===== src/hdl/id_settings.svh =====
// RV64 with 32 integer registers and three downstream stages is assumed throughout
`ifndef ID_SETTINGS_SVH
`define ID_SETTINGS_SVH

// data path and pc width
`define ID_XLEN 64

// fetched instruction word
`define ID_INST_WD 32

// register index width and count
`define ID_GPR_ADDR_WD 5
`define ID_GPR_NUM 32

// es, ms and ws destination compares
`define ID_HAZ_STAGES 3

// a width of 64 is what the immediate sign extension
// in the decoder is sized against
// keep ID_GPR_NUM equal to 2**ID_GPR_ADDR_WD

`endif


===== src/hdl/id_pkg.sv =====
// shared types for the decode stage and only the kept RV64 integer subset has encodings here
`include "id_settings.svh"

package id_pkg;

  typedef logic [`ID_INST_WD-1:0] inst_t;
  typedef logic [`ID_XLEN-1:0] pc_t;
  typedef logic [`ID_XLEN-1:0] xdata_t;
  typedef logic [`ID_GPR_ADDR_WD-1:0] gpr_addr_t;

  // alu operation sent to execute
  typedef enum logic [1:0] {
    ALU_ADD    = 2'd0,
    ALU_SUB    = 2'd1,
    ALU_PASS_B = 2'd2
  } alu_op_e;

  typedef enum logic {
    SRC1_REG  = 1'b0,
    SRC1_ZERO = 1'b1 // lui
  } src1_sel_e;

  typedef enum logic {
    SRC2_REG = 1'b0,
    SRC2_IMM = 1'b1
  } src2_sel_e;

  typedef logic [2:0] br_func_t;

  localparam br_func_t F3_BEQ  = 3'b000;
  localparam br_func_t F3_BNE  = 3'b001;
  localparam br_func_t F3_BLT  = 3'b100;
  localparam br_func_t F3_BGE  = 3'b101;
  localparam br_func_t F3_BLTU = 3'b110;
  localparam br_func_t F3_BGEU = 3'b111;

  localparam logic [2:0] F3_ADD_SUB = 3'b000; // also addi
  localparam logic [6:0] F7_ADD     = 7'b0000000;
  localparam logic [6:0] F7_SUB     = 7'b0100000;

  typedef enum logic [6:0] {
    OPC_OP     = 7'b0110011,
    OPC_OP_IMM = 7'b0010011,
    OPC_LUI    = 7'b0110111,
    OPC_BRANCH = 7'b1100011
  } opcode_e;

endpackage


===== src/hdl/id_decoder.sv =====
// decodes only ADDI ADD SUB LUI and the six branches and marks every other word invalid
`include "id_settings.svh"

module id_decoder (
  input  id_pkg::inst_t     i_inst,
  output id_pkg::gpr_addr_t o_rs1,
  output id_pkg::gpr_addr_t o_rs2,
  output id_pkg::gpr_addr_t o_rd,
  output id_pkg::xdata_t    o_imm,
  output id_pkg::alu_op_e   o_alu_op,
  output id_pkg::src1_sel_e o_src1_sel,
  output id_pkg::src2_sel_e o_src2_sel,
  output logic              o_gpr_wen,
  output logic              o_is_branch,
  output id_pkg::br_func_t  o_br_func,
  output logic              o_invalid_inst
);

  id_pkg::opcode_e opcode;
  logic [2:0]      funct3;
  logic [6:0]      funct7;
  id_pkg::xdata_t  imm_i;
  id_pkg::xdata_t  imm_u;
  id_pkg::xdata_t  imm_b;

  assign opcode = id_pkg::opcode_e'(i_inst[6:0]);
  assign funct3 = i_inst[14:12];
  assign funct7 = i_inst[31:25];

  // raw fields, hazard compare relies on these whatever the format
  assign o_rs1     = i_inst[19:15];
  assign o_rs2     = i_inst[24:20];
  assign o_rd      = i_inst[11:7];
  assign o_br_func = funct3;

  assign imm_i = {{(`ID_XLEN-12){i_inst[31]}}, i_inst[31:20]};
  assign imm_u = {{(`ID_XLEN-32){i_inst[31]}}, i_inst[31:12], 12'b0};
  assign imm_b = {{(`ID_XLEN-13){i_inst[31]}}, i_inst[31], i_inst[7],
                  i_inst[30:25], i_inst[11:8], 1'b0};

  always_comb begin
    o_imm          = imm_i;
    o_alu_op       = id_pkg::ALU_ADD;
    o_src1_sel     = id_pkg::SRC1_REG;
    o_src2_sel     = id_pkg::SRC2_REG;
    o_gpr_wen      = 1'b0;
    o_is_branch    = 1'b0;
    o_invalid_inst = 1'b0;

    case (opcode)
      id_pkg::OPC_OP_IMM: begin
        if (funct3 == id_pkg::F3_ADD_SUB) begin // addi
          o_src2_sel = id_pkg::SRC2_IMM;
          o_gpr_wen  = 1'b1;
        end else begin
          o_invalid_inst = 1'b1;
        end
      end
      id_pkg::OPC_OP: begin
        if (funct3 == id_pkg::F3_ADD_SUB && funct7 == id_pkg::F7_ADD) begin
          o_gpr_wen = 1'b1;
        end else if (funct3 == id_pkg::F3_ADD_SUB && funct7 == id_pkg::F7_SUB) begin
          o_alu_op  = id_pkg::ALU_SUB;
          o_gpr_wen = 1'b1;
        end else begin
          o_invalid_inst = 1'b1;
        end
      end
      id_pkg::OPC_LUI: begin
        o_imm      = imm_u;
        o_alu_op   = id_pkg::ALU_PASS_B;
        o_src1_sel = id_pkg::SRC1_ZERO;
        o_src2_sel = id_pkg::SRC2_IMM;
        o_gpr_wen  = 1'b1;
      end
      id_pkg::OPC_BRANCH: begin
        o_imm = imm_b;
        case (funct3)
          id_pkg::F3_BEQ,
          id_pkg::F3_BNE,
          id_pkg::F3_BLT,
          id_pkg::F3_BGE,
          id_pkg::F3_BLTU,
          id_pkg::F3_BGEU: o_is_branch = 1'b1;
          default:         o_invalid_inst = 1'b1; // funct3 010 / 011
        endcase
      end
      default: begin
        o_invalid_inst = 1'b1;
      end
    endcase
  end

endmodule


===== src/hdl/id_gpr_file.sv =====
// x0 always reads zero and contents come up undefined since there is no reset or write bypass
`include "id_settings.svh"

module id_gpr_file (
  input  logic              i_clk,
  // read ports
  input  id_pkg::gpr_addr_t i_raddr1,
  output id_pkg::xdata_t    o_rdata1,
  input  id_pkg::gpr_addr_t i_raddr2,
  output id_pkg::xdata_t    o_rdata2,
  // write port from ws
  input  logic              i_wen,
  input  id_pkg::gpr_addr_t i_waddr,
  input  id_pkg::xdata_t    i_wdata
);

  id_pkg::xdata_t regs [`ID_GPR_NUM];

  always_ff @(posedge i_clk) begin
    if (i_wen && i_waddr != '0) begin
      regs[i_waddr] <= i_wdata;
    end
  end

  // entry 0 is never written
  always_comb begin
    if (i_raddr1 == '0) begin
      o_rdata1 = '0;
    end else begin
      o_rdata1 = regs[i_raddr1];
    end
    if (i_raddr2 == '0) begin
      o_rdata2 = '0;
    end else begin
      o_rdata2 = regs[i_raddr2];
    end
  end

endmodule


===== src/hdl/id_hazard_check.sv =====
// one destination compare against raw source fields so a format without rs2 may stall needlessly

module id_hazard_check (
  input  id_pkg::gpr_addr_t i_rs1,
  input  id_pkg::gpr_addr_t i_rs2,
  input  id_pkg::gpr_addr_t i_dst,
  output logic              o_stall
);

  logic dst_live;
  logic hit_rs1;
  logic hit_rs2;

  assign dst_live = (i_dst != '0); // x0 never creates a dependency
  assign hit_rs1  = (i_dst == i_rs1);
  assign hit_rs2  = (i_dst == i_rs2);

  assign o_stall = dst_live && (hit_rs1 || hit_rs2);

endmodule


===== src/hdl/id_branch_unit.sv =====
// condition and target only and the caller must qualify the result with its own branch flag

module id_branch_unit (
  input  id_pkg::br_func_t i_br_func,
  input  id_pkg::xdata_t   i_rs1_data,
  input  id_pkg::xdata_t   i_rs2_data,
  input  id_pkg::pc_t      i_pc,
  input  id_pkg::xdata_t   i_imm,
  output logic             o_cond,
  output id_pkg::pc_t      o_target
);

  logic eq;
  logic lt_s;
  logic lt_u;

  assign eq   = (i_rs1_data == i_rs2_data);
  assign lt_s = ($signed(i_rs1_data) < $signed(i_rs2_data));
  assign lt_u = (i_rs1_data < i_rs2_data);

  always_comb begin
    case (i_br_func)
      id_pkg::F3_BEQ:  o_cond = eq;
      id_pkg::F3_BNE:  o_cond = !eq;
      id_pkg::F3_BLT:  o_cond = lt_s;
      id_pkg::F3_BGE:  o_cond = !lt_s;
      id_pkg::F3_BLTU: o_cond = lt_u;
      id_pkg::F3_BGEU: o_cond = !lt_u;
      default:         o_cond = 1'b0;
    endcase
  end

  // b-type imm already has bit 0 clear
  assign o_target = i_pc + i_imm;

endmodule


===== src/hdl/id_stage.sv =====
// single entry decode stage and fetch must drop its own wrong path after o_br_taken
`include "id_settings.svh"

module id_stage (
  input  logic              i_clk,
  input  logic              i_reset,
  // from fs
  input  logic              i_fs_to_ds_valid,
  input  id_pkg::inst_t     i_fs_inst,
  input  id_pkg::pc_t       i_fs_pc,
  output logic              o_ds_allowin,
  // to es
  input  logic              i_es_allowin,
  output logic              o_ds_to_es_valid,
  output id_pkg::xdata_t    o_rs1_data,
  output id_pkg::xdata_t    o_rs2_data,
  output id_pkg::xdata_t    o_imm,
  output id_pkg::pc_t       o_pc,
  output id_pkg::alu_op_e   o_alu_op,
  output id_pkg::src1_sel_e o_src1_sel,
  output id_pkg::src2_sel_e o_src2_sel,
  output id_pkg::gpr_addr_t o_rd,
  output logic              o_gpr_wen,
  output logic              o_invalid_inst,
  // redirect to fs
  output logic              o_br_taken,
  output id_pkg::pc_t       o_br_target,
  // ws register write
  input  logic              i_ws_gpr_wen,
  input  id_pkg::gpr_addr_t i_ws_gpr_waddr,
  input  id_pkg::xdata_t    i_ws_gpr_wdata,
  // downstream destinations
  input  id_pkg::gpr_addr_t i_es_gpr_rd,
  input  id_pkg::gpr_addr_t i_ms_gpr_rd,
  input  id_pkg::gpr_addr_t i_ws_gpr_rd
);

  logic                    ds_valid;
  logic                    ds_ready_go;
  id_pkg::inst_t           ds_inst;
  id_pkg::pc_t             ds_pc;
  id_pkg::gpr_addr_t       rs1;
  id_pkg::gpr_addr_t       rs2;
  logic                    is_branch;
  id_pkg::br_func_t        br_func;
  logic                    br_cond;
  id_pkg::gpr_addr_t       dst_rd [`ID_HAZ_STAGES];
  logic [`ID_HAZ_STAGES-1:0] stall_vec;

  assign ds_ready_go      = ~|stall_vec;
  assign o_ds_allowin     = !ds_valid || (ds_ready_go && i_es_allowin);
  assign o_ds_to_es_valid = ds_valid && ds_ready_go && !is_branch;
  // leaves on allowin, one pulse
  assign o_br_taken       = ds_valid && ds_ready_go && i_es_allowin && is_branch && br_cond;
  assign o_pc             = ds_pc;

  always_ff @(posedge i_clk) begin
    if (i_reset) begin
      ds_valid <= 1'b0;
    end else if (o_ds_allowin) begin
      ds_valid <= i_fs_to_ds_valid;
    end
  end

  always_ff @(posedge i_clk) begin
    if (i_fs_to_ds_valid && o_ds_allowin) begin
      ds_inst <= i_fs_inst;
      ds_pc   <= i_fs_pc;
    end
  end

  id_decoder u_decoder (
    .i_inst         (ds_inst),
    .o_rs1          (rs1),
    .o_rs2          (rs2),
    .o_rd           (o_rd),
    .o_imm          (o_imm),
    .o_alu_op       (o_alu_op),
    .o_src1_sel     (o_src1_sel),
    .o_src2_sel     (o_src2_sel),
    .o_gpr_wen      (o_gpr_wen),
    .o_is_branch    (is_branch),
    .o_br_func      (br_func),
    .o_invalid_inst (o_invalid_inst)
  );

  id_gpr_file u_gprs (
    .i_clk    (i_clk),
    .i_raddr1 (rs1),
    .o_rdata1 (o_rs1_data),
    .i_raddr2 (rs2),
    .o_rdata2 (o_rs2_data),
    .i_wen    (i_ws_gpr_wen),
    .i_waddr  (i_ws_gpr_waddr),
    .i_wdata  (i_ws_gpr_wdata)
  );

  assign dst_rd[0] = i_es_gpr_rd;
  assign dst_rd[1] = i_ms_gpr_rd;
  assign dst_rd[2] = i_ws_gpr_rd;

  for (genvar g = 0; g < `ID_HAZ_STAGES; g++) begin : g_haz
    id_hazard_check u_haz (
      .i_rs1   (rs1),
      .i_rs2   (rs2),
      .i_dst   (dst_rd[g]),
      .o_stall (stall_vec[g])
    );
  end

  id_branch_unit u_bru (
    .i_br_func  (br_func),
    .i_rs1_data (o_rs1_data),
    .i_rs2_data (o_rs2_data),
    .i_pc       (ds_pc),
    .i_imm      (o_imm),
    .o_cond     (br_cond),
    .o_target   (o_br_target)
  );

endmodule


===== config.mk =====
export PLATFORM = sky130hd
export DESIGN_NAME = id_stage
export DESIGN_NICKNAME = d
export VERILOG_FILES = /design/src/hdl/id_pkg.sv /design/src/hdl/id_decoder.sv /design/src/hdl/id_gpr_file.sv /design/src/hdl/id_hazard_check.sv /design/src/hdl/id_branch_unit.sv /design/src/hdl/id_stage.sv
export VERILOG_INCLUDE_DIRS = /design/src /design/src/hdl
export SDC_FILE = /design/constraint.sdc
export NUM_CORES = 2
export LEC_CHECK = 0
export BUFFER_PORTS_ARGS = -buffer_cell sky130_fd_sc_hd__buf_2
export CAP_MARGIN = 10
export CORE_MARGIN = 3
export CORE_UTILIZATION = 30
export CTS_CLUSTER_DIAMETER = 150
export DETAILED_ROUTE_END_ITERATION = 7
export PLACE_DENSITY = 0.5
export SLEW_MARGIN = 30
export SYNTH_ARGS = -nofsm -noshare
export SYNTH_HDL_FRONTEND = slang
export SYNTH_HIERARCHICAL = 1
export SYNTH_SLANG_ARGS = --single-unit

===== constraint.sdc =====
create_clock -name i_clk -period 4.8 [get_ports i_clk]
set_clock_uncertainty 0.2 [all_clocks]
set_input_delay 0.72 -clock i_clk [delete_from_list [all_inputs] [get_ports i_clk]]
set_output_delay 0.72 -clock i_clk [all_outputs]
set_load 0.05 [all_outputs]

* After elaboration in Yosys (flattened, before gate mapping) *
Memory sizes are Yosys's and may differ from the RTL's. A register that Yosys moved wholly into a read port is not among the register bits.
Cells that the tools add are included.

word-level totals
  bits in registers = 97
  RAM bits = 2,048
  input bits = 185
  output and inout bits = 334
  memories kept = 1

memories
  name         depth  width  read ports  clocked after memory_dff  write ports  line               text
  u_gprs.regs  32     64     2           2                         1            id_gpr_file.sv:17  id_pkg::xdata_t regs [`ID_GPR_NUM];

cells by class
  add/sub/neg operators = 1
  $lt $le $gt $ge = 2
  eq/ne operators = 17
  mux-type cells = 24
  reductions and logical operators = 33

operator list
  operator                                             number
  less-than comparator 64 bit                          2
  2-to-1 mux 64 bit                                    2
  adder 64 bit                                         1
  equality test 64 bit                                 1
  case mux 31 bit (2 select lines)                     1
  equality test 5 bit                                  6
  equality test 7 x 6 -> 1 bit, second input constant  3
  nonzero test 5 bit                                   4
  logical AND 1 bit                                    13
  2-to-1 mux 1 bit                                     13
  equality test 3 bit, second input constant           4
  logical NOT 5 bit                                    2
  2-to-1 mux 5 bit                                     2
  equality test 7 x 5 -> 1 bit, second input constant  1
  equality test 7 bit, second input constant           1
  logical NOT 7 bit                                    1
  logical NOT 1 bit                                    6
  case mux 1 bit (6 select lines)                      1
  OR reduction 6 bit                                   1
  logical OR 1 bit                                     4
  case mux 1 bit (4 select lines)                      1
  case mux 2 bit (2 select lines)                      1
  equality test 3 x 1 -> 1 bit, second input constant  1
  logical NOT 3 bit                                    1
  other kinds (4)                                      4

* Logic depth before layout (Yosys ltp) *
  word-level depth = 9
  gate-level depth with buffers = 24

* Hierarchy *
The synthesis kept the hierarchy.

by module, submodules not included
  module           times used  cells each  area an instance (µm²)
  id_gpr_file      1           4,565       93,960.1
  id_branch_unit   1           749         5,288.8
  id_stage         1           107         2,967.8
  id_decoder       1           130         925.9
  id_hazard_check  3           17          123.9

* Worst setup path before layout *
Ideal clock, no wire load.

  path type = reg2out
  start = reg ds_inst[20]
  end = out o_br_taken
  arrival time = 6,494 ps
  required time = 3,880 ps
  setup slack = -2,614 ps
  stages on the path, launching flop included = 20
  buffers on the path = 5
  path through = edfxtp_1 buf_4 buf_4 buf_6 buf_6 buf_2 nand3b_1 o221ai_1 a221oi_1 a2111oi_0 inv_1 ha_1 nand4_1 nor4_1 nand3_1 nor3_1 xnor2_1 o31ai_1 nand3_1 nor2_1

on the way
  elaborated cells between the ends (all ways) = 24
  classes of those cells = order compare (2); eq/ne (4); mux (2); reduce/logical (16)

RTL lines
  what                                                 line                                                              text
  start: declaration                                   id_stage.sv:40                                                    id_pkg::inst_t ds_inst;
  start signal: assignment                             id_stage.sv:67                                                    ds_inst <= i_fs_inst;
  logical NOT 5 bit *                                  id_gpr_file.sv:32                                                 if (i_raddr2 == '0) begin
  2-to-1 mux 64 bit *                                  id_gpr_file.sv:32
  named net o_rs2_data[55]                             id_stage.sv:16                                                    output id_pkg::xdata_t o_rs2_data,
  less-than comparator 64 bit (tied with other cells)  id_branch_unit.sv:19                                              assign lt_u = (i_rs1_data < i_rs2_data);
  logical NOT 1 bit (on tied branches)                 id_branch_unit.sv:28, id_branch_unit.sv:24, id_branch_unit.sv:26
  case mux 1 bit (6 select lines) *                    id_branch_unit.sv:22                                              case (i_br_func)
  named net br_cond                                    id_stage.sv:46                                                    logic br_cond;
  logical AND 1 bit *                                  id_stage.sv:54                                                    assign o_br_taken = ds_valid && ds_ready_go && i_es_allowin && is_branch && br_cond;
  end: declaration                                     id_stage.sv:26                                                    output logic o_br_taken,

Mark *: on every way through the listed nets, which the timed path passes. The rest lies on a longest branch.

* Final worst setup path *
  start = reg ds_inst[20]
  end = out o_br_taken

on the way
  elaborated cells between the ends (all ways) = 24
  classes of those cells = order compare (2); eq/ne (4); mux (2); reduce/logical (16)

RTL lines
  what                                                 line
  logical NOT 5 bit *                                  id_gpr_file.sv:32
  2-to-1 mux 64 bit *                                  id_gpr_file.sv:32
  less-than comparator 64 bit (tied with other cells)  id_branch_unit.sv:19
  logical NOT 1 bit (on tied branches)                 id_branch_unit.sv:28, id_branch_unit.sv:24, id_branch_unit.sv:26
  case mux 1 bit (6 select lines) *                    id_branch_unit.sv:22
  named net br_cond                                    id_stage.sv:46
  logical AND 1 bit *                                  id_stage.sv:54

Marked as above.

==> reports/metrics.cfg <==
[power]
p_per_area_nw_per_um2=367
p_total_mw=50.5
power_frac_clock_pct=37.2
leakage_nw=48.3
pwr-share-seq_pct=41.9
p_int_mw=36.3
peakVddDrop_v=0.000353
p_comb_share_pct=20.9
switching_share_pct=28.2
p_switching_mw=14.2

[timing]
hold_viol=0
fin_crit_ns=6.80
setup_viol=56
worst_slew_pin_slew_ns=1.12
rsz0062_at_grt=yes
timing.fmax_mhz=147
slew-limit-headroom_pct=25.2
drv_slew=0
fin_ws_ns=-2.00
finalCritPeriodShare_pct=142

[die]
chipHeight_um=593
die_x_um=593
boundaryPins=519
die-area_um2=352000
rows=215
core_um2=343000
initial_core_util_pct=30.2

[global_route]
grt_max_degree=65
overflow=0
first_global_vias=69919
grt_usage_pct=22.9
antenna_found_initial=52
grt_pass1_wl_um=570000

[yosys]
ys_ff_latch=2145
synth-edff-count=2144
synthCells=5602
synth_area_um2=104000
synth_cell_types=84
synthFlopType=edfxtp_1
async_flop_share_pct=0
synth-warning-count=6
yosys.area.top_type_share_pct=62.2
synthTopCellsByArea=edfxtp_1, mux4_2, mux2i_1
ys_seq_area_share_pct=62.2
avgSynthCellArea_um2=18.5
post-synth-top-area-cell=edfxtp_1

[worst_setup_path]
critPathCaptureType=output pin
setup.worst_path.start=ds_inst[20]$_DFFE_PP_
arrival_ns=5.88
required_ns=3.88
worstRegToRegCells=11
r2r-start=ds_inst[21]$_DFFE_PP_
critPathKind=flop to output pin
r2r_end=ds_inst[21]$_DFFE_PP_
start_kind=flop
worstPathMaxFanout=8
r2r_slack_ns=1.14
cp-endpoint=o_br_taken

[placement]
placed_cell_area_um2=123000
dp_hpwl_um=268000
io_buffers=518
dp.cells=11419
gp_congestion=0.899

[cts]
cts_tree=done
htree_levels=4
cts_buffer_depth=4
cts-root-buf=clkbuf_16
clk_pin_slew_ns=0.06
cts_sinks=2145
clkLatencyLatePin_ns=0.89
cts-buffers-inserted=244

[drt]
num_vias=68716
drtPass1Iterations=5
drt_iter0_drc=7264
drc_errors=0
drt-wirelength-per-cell_um=33.9
drtAntennaViolNets=0
avgViaCountPerCell=5.63
totalWireLength_um=414000

[outcome]
violations=negative setup slack
status=finished with violations

[job]
maxCapViolCount=0

[cells_and_area]
design_area_um2=137000
finalNonFillerCells=12201
final_core_util_pct=40.1
layout.cells.most_common_list=edfxtp_1, buf_4, mux4_2
drive_above_1_share_pct=48.9
areaGrowthSynthToFinish_pct=32.8
num-nets-final=7748
fillers=31015
layout_commonest_cell=edfxtp_1

[min_path]
hold_path.class=primary input to flop

==> kinds of logic (layout without fill, tap and decap cells) <==
| group | count (synthesis) | after routing | share of synthesized area (%) |
|---|---|---|---|
| DFF | 2145 | 2145 | 62.2 |
| muxes | 1354 | 1354 | 24.4 |
| adders and majority gates | 128 | 128 | 1.55 |
| other | 1 | 74 | 0.00362 |
| xor gates and xnor gates | 93 | 93 | 0.787 |
| buffers and inverters | 543 | 2512 | 2.62 |
| and+or+nand+nor | 515 | 515 | 2.59 |
| AOI/OAI and AO/OA | 823 | 823 | 5.82 |
==> critical path: stages, from the launching register on <==
cell,delay [ns]
edfxtp_1,0.42
buf_12,0.21
buf_16,0.18
buf_12,0.13
mux4_2,0.51
mux4_2,0.50
nor2_1,0.10
buf_4,0.12
nor4_4,0.06
inv_1,0.15
ha_4,0.21
nand4_1,0.19
nor3_2,0.09
o21ai_1,0.09
o211ai_1,0.20
buf_4,0.21
a221oi_4,0.39
buf_4,0.20
o21ai_4,0.11
xnor2_2,0.20
nand2_2,0.09
o31ai_4,0.07
buf_6,0.14
nand3_4,0.06
nor2_4,0.15
buf_8,0.15
==> state kept, by name, indices dropped and copies added, names as in the netlist <==
name and flops:
u_gprs/regs 2048, o_pc 64, ds_inst 32, ds_valid 1
==> stage by stage <==
stage	hold WS (ns)	setup WS (ns)	setup TNS, ns
2_1_floorplan	0.335	-0.441	-7.39
3_3_place_gp	0.369	-2.59	-17.69
3_5_place_dp	0.388	-2.52	-19.08
4_1_cts	0.000487	-2.06	-53.04
5_1_grt	0.0583	-2.16	-56.76
6_report	0.0646	-2.00	-49.12
==> power groups by stage <==
stage | registers [mW] | logic (mW) | clock network [mW]
2_1_floorplan | 21.6 | 5.15 | 0
3_3_place_gp | 21.5 | 9.38 | 0
3_5_place_dp | 21.5 | 9.39 | 0
4_1_cts | 21.1 | 10.3 | 19.1
5_1_grt | 21.2 | 11.0 | 19.9
6_report | 21.1 | 10.5 | 18.8
==> synthesized netlist by cell type, types with 33 or more instances <==
cell type	number
nor3_1	78
o221ai_1	70
a22oi_1	81
ha_1	127
a221oi_1	73
a211oi_1	66
o22ai_1	71
inv_1	86
clkbuf_1	187
buf_4	79
o21ai_0	57
mux2i_1	284
mux2_2	149
nor2_1	79
nand2_1	117
a21o_1	125
and3_1	66
nand3_1	33
mux4_2	920
buf_1	35
a22o_1	60
buf_2	123
xnor2_1	55
a21oi_1	107
xor2_1	38
edfxtp_1	2144
==> area by class of cell <==
type / count / area [um^2] / share of cell area (%)
clock buffer: 285 / 6280 / 4.57
inverter: 87 / 334 / 0.243
antenna: 10 / 25.0 / 0.0182
timing repair buffer: 1980 / 19000 / 13.8
clock inverter: 160 / 1590 / 1.16
sequential: 2145 / 64400 / 46.8
multi-input combinational: 2977 / 40200 / 29.2
tap: 4557 / 5700 / 4.15
==> worst min-delay path by stage <==
stage	depth (start not counted)	endpoint	start	slack [ns]
final	1	u_gprs/regs[13][31]$_DFFE_PP_	i_ws_gpr_wdata[31]	0.06
after CTS	1	u_gprs/regs[13][31]$_DFFE_PP_	i_ws_gpr_wdata[31]	0.0005
after global placement	2	ds_valid$_SDFFE_PP0P_	ds_valid$_SDFFE_PP0P_	0.37
after global routing	1	u_gprs/regs[9][55]$_DFFE_PP_	i_ws_gpr_wdata[55]	0.06
after detailed placement	2	ds_valid$_SDFFE_PP0P_	ds_valid$_SDFFE_PP0P_	0.39
after floorplan	2	ds_valid$_SDFFE_PP0P_	ds_valid$_SDFFE_PP0P_	0.33
==> what timing repair did <==
action                                  in CTS  in global routing
setup buffers                              169                 52
pin swaps                                  138                110
endpoints found under the setup margin      85                 68
hold buffers                               106                  0
gates resized for setup                    451                140
cloned                                      15                  3
endpoints found under the hold margin      227                  0
==> per-layer routing <==
layer	GRT usage [%]	vias to the layer above	part of all wire (%)
li1	-	27614	-
met1	30.8	37154	41
met2	37.3	3205	48
met3	3.84	717	7.3
met4	7.93	26	3.9
met5	0	-	0.040
(Power assumes the default switching activity.)
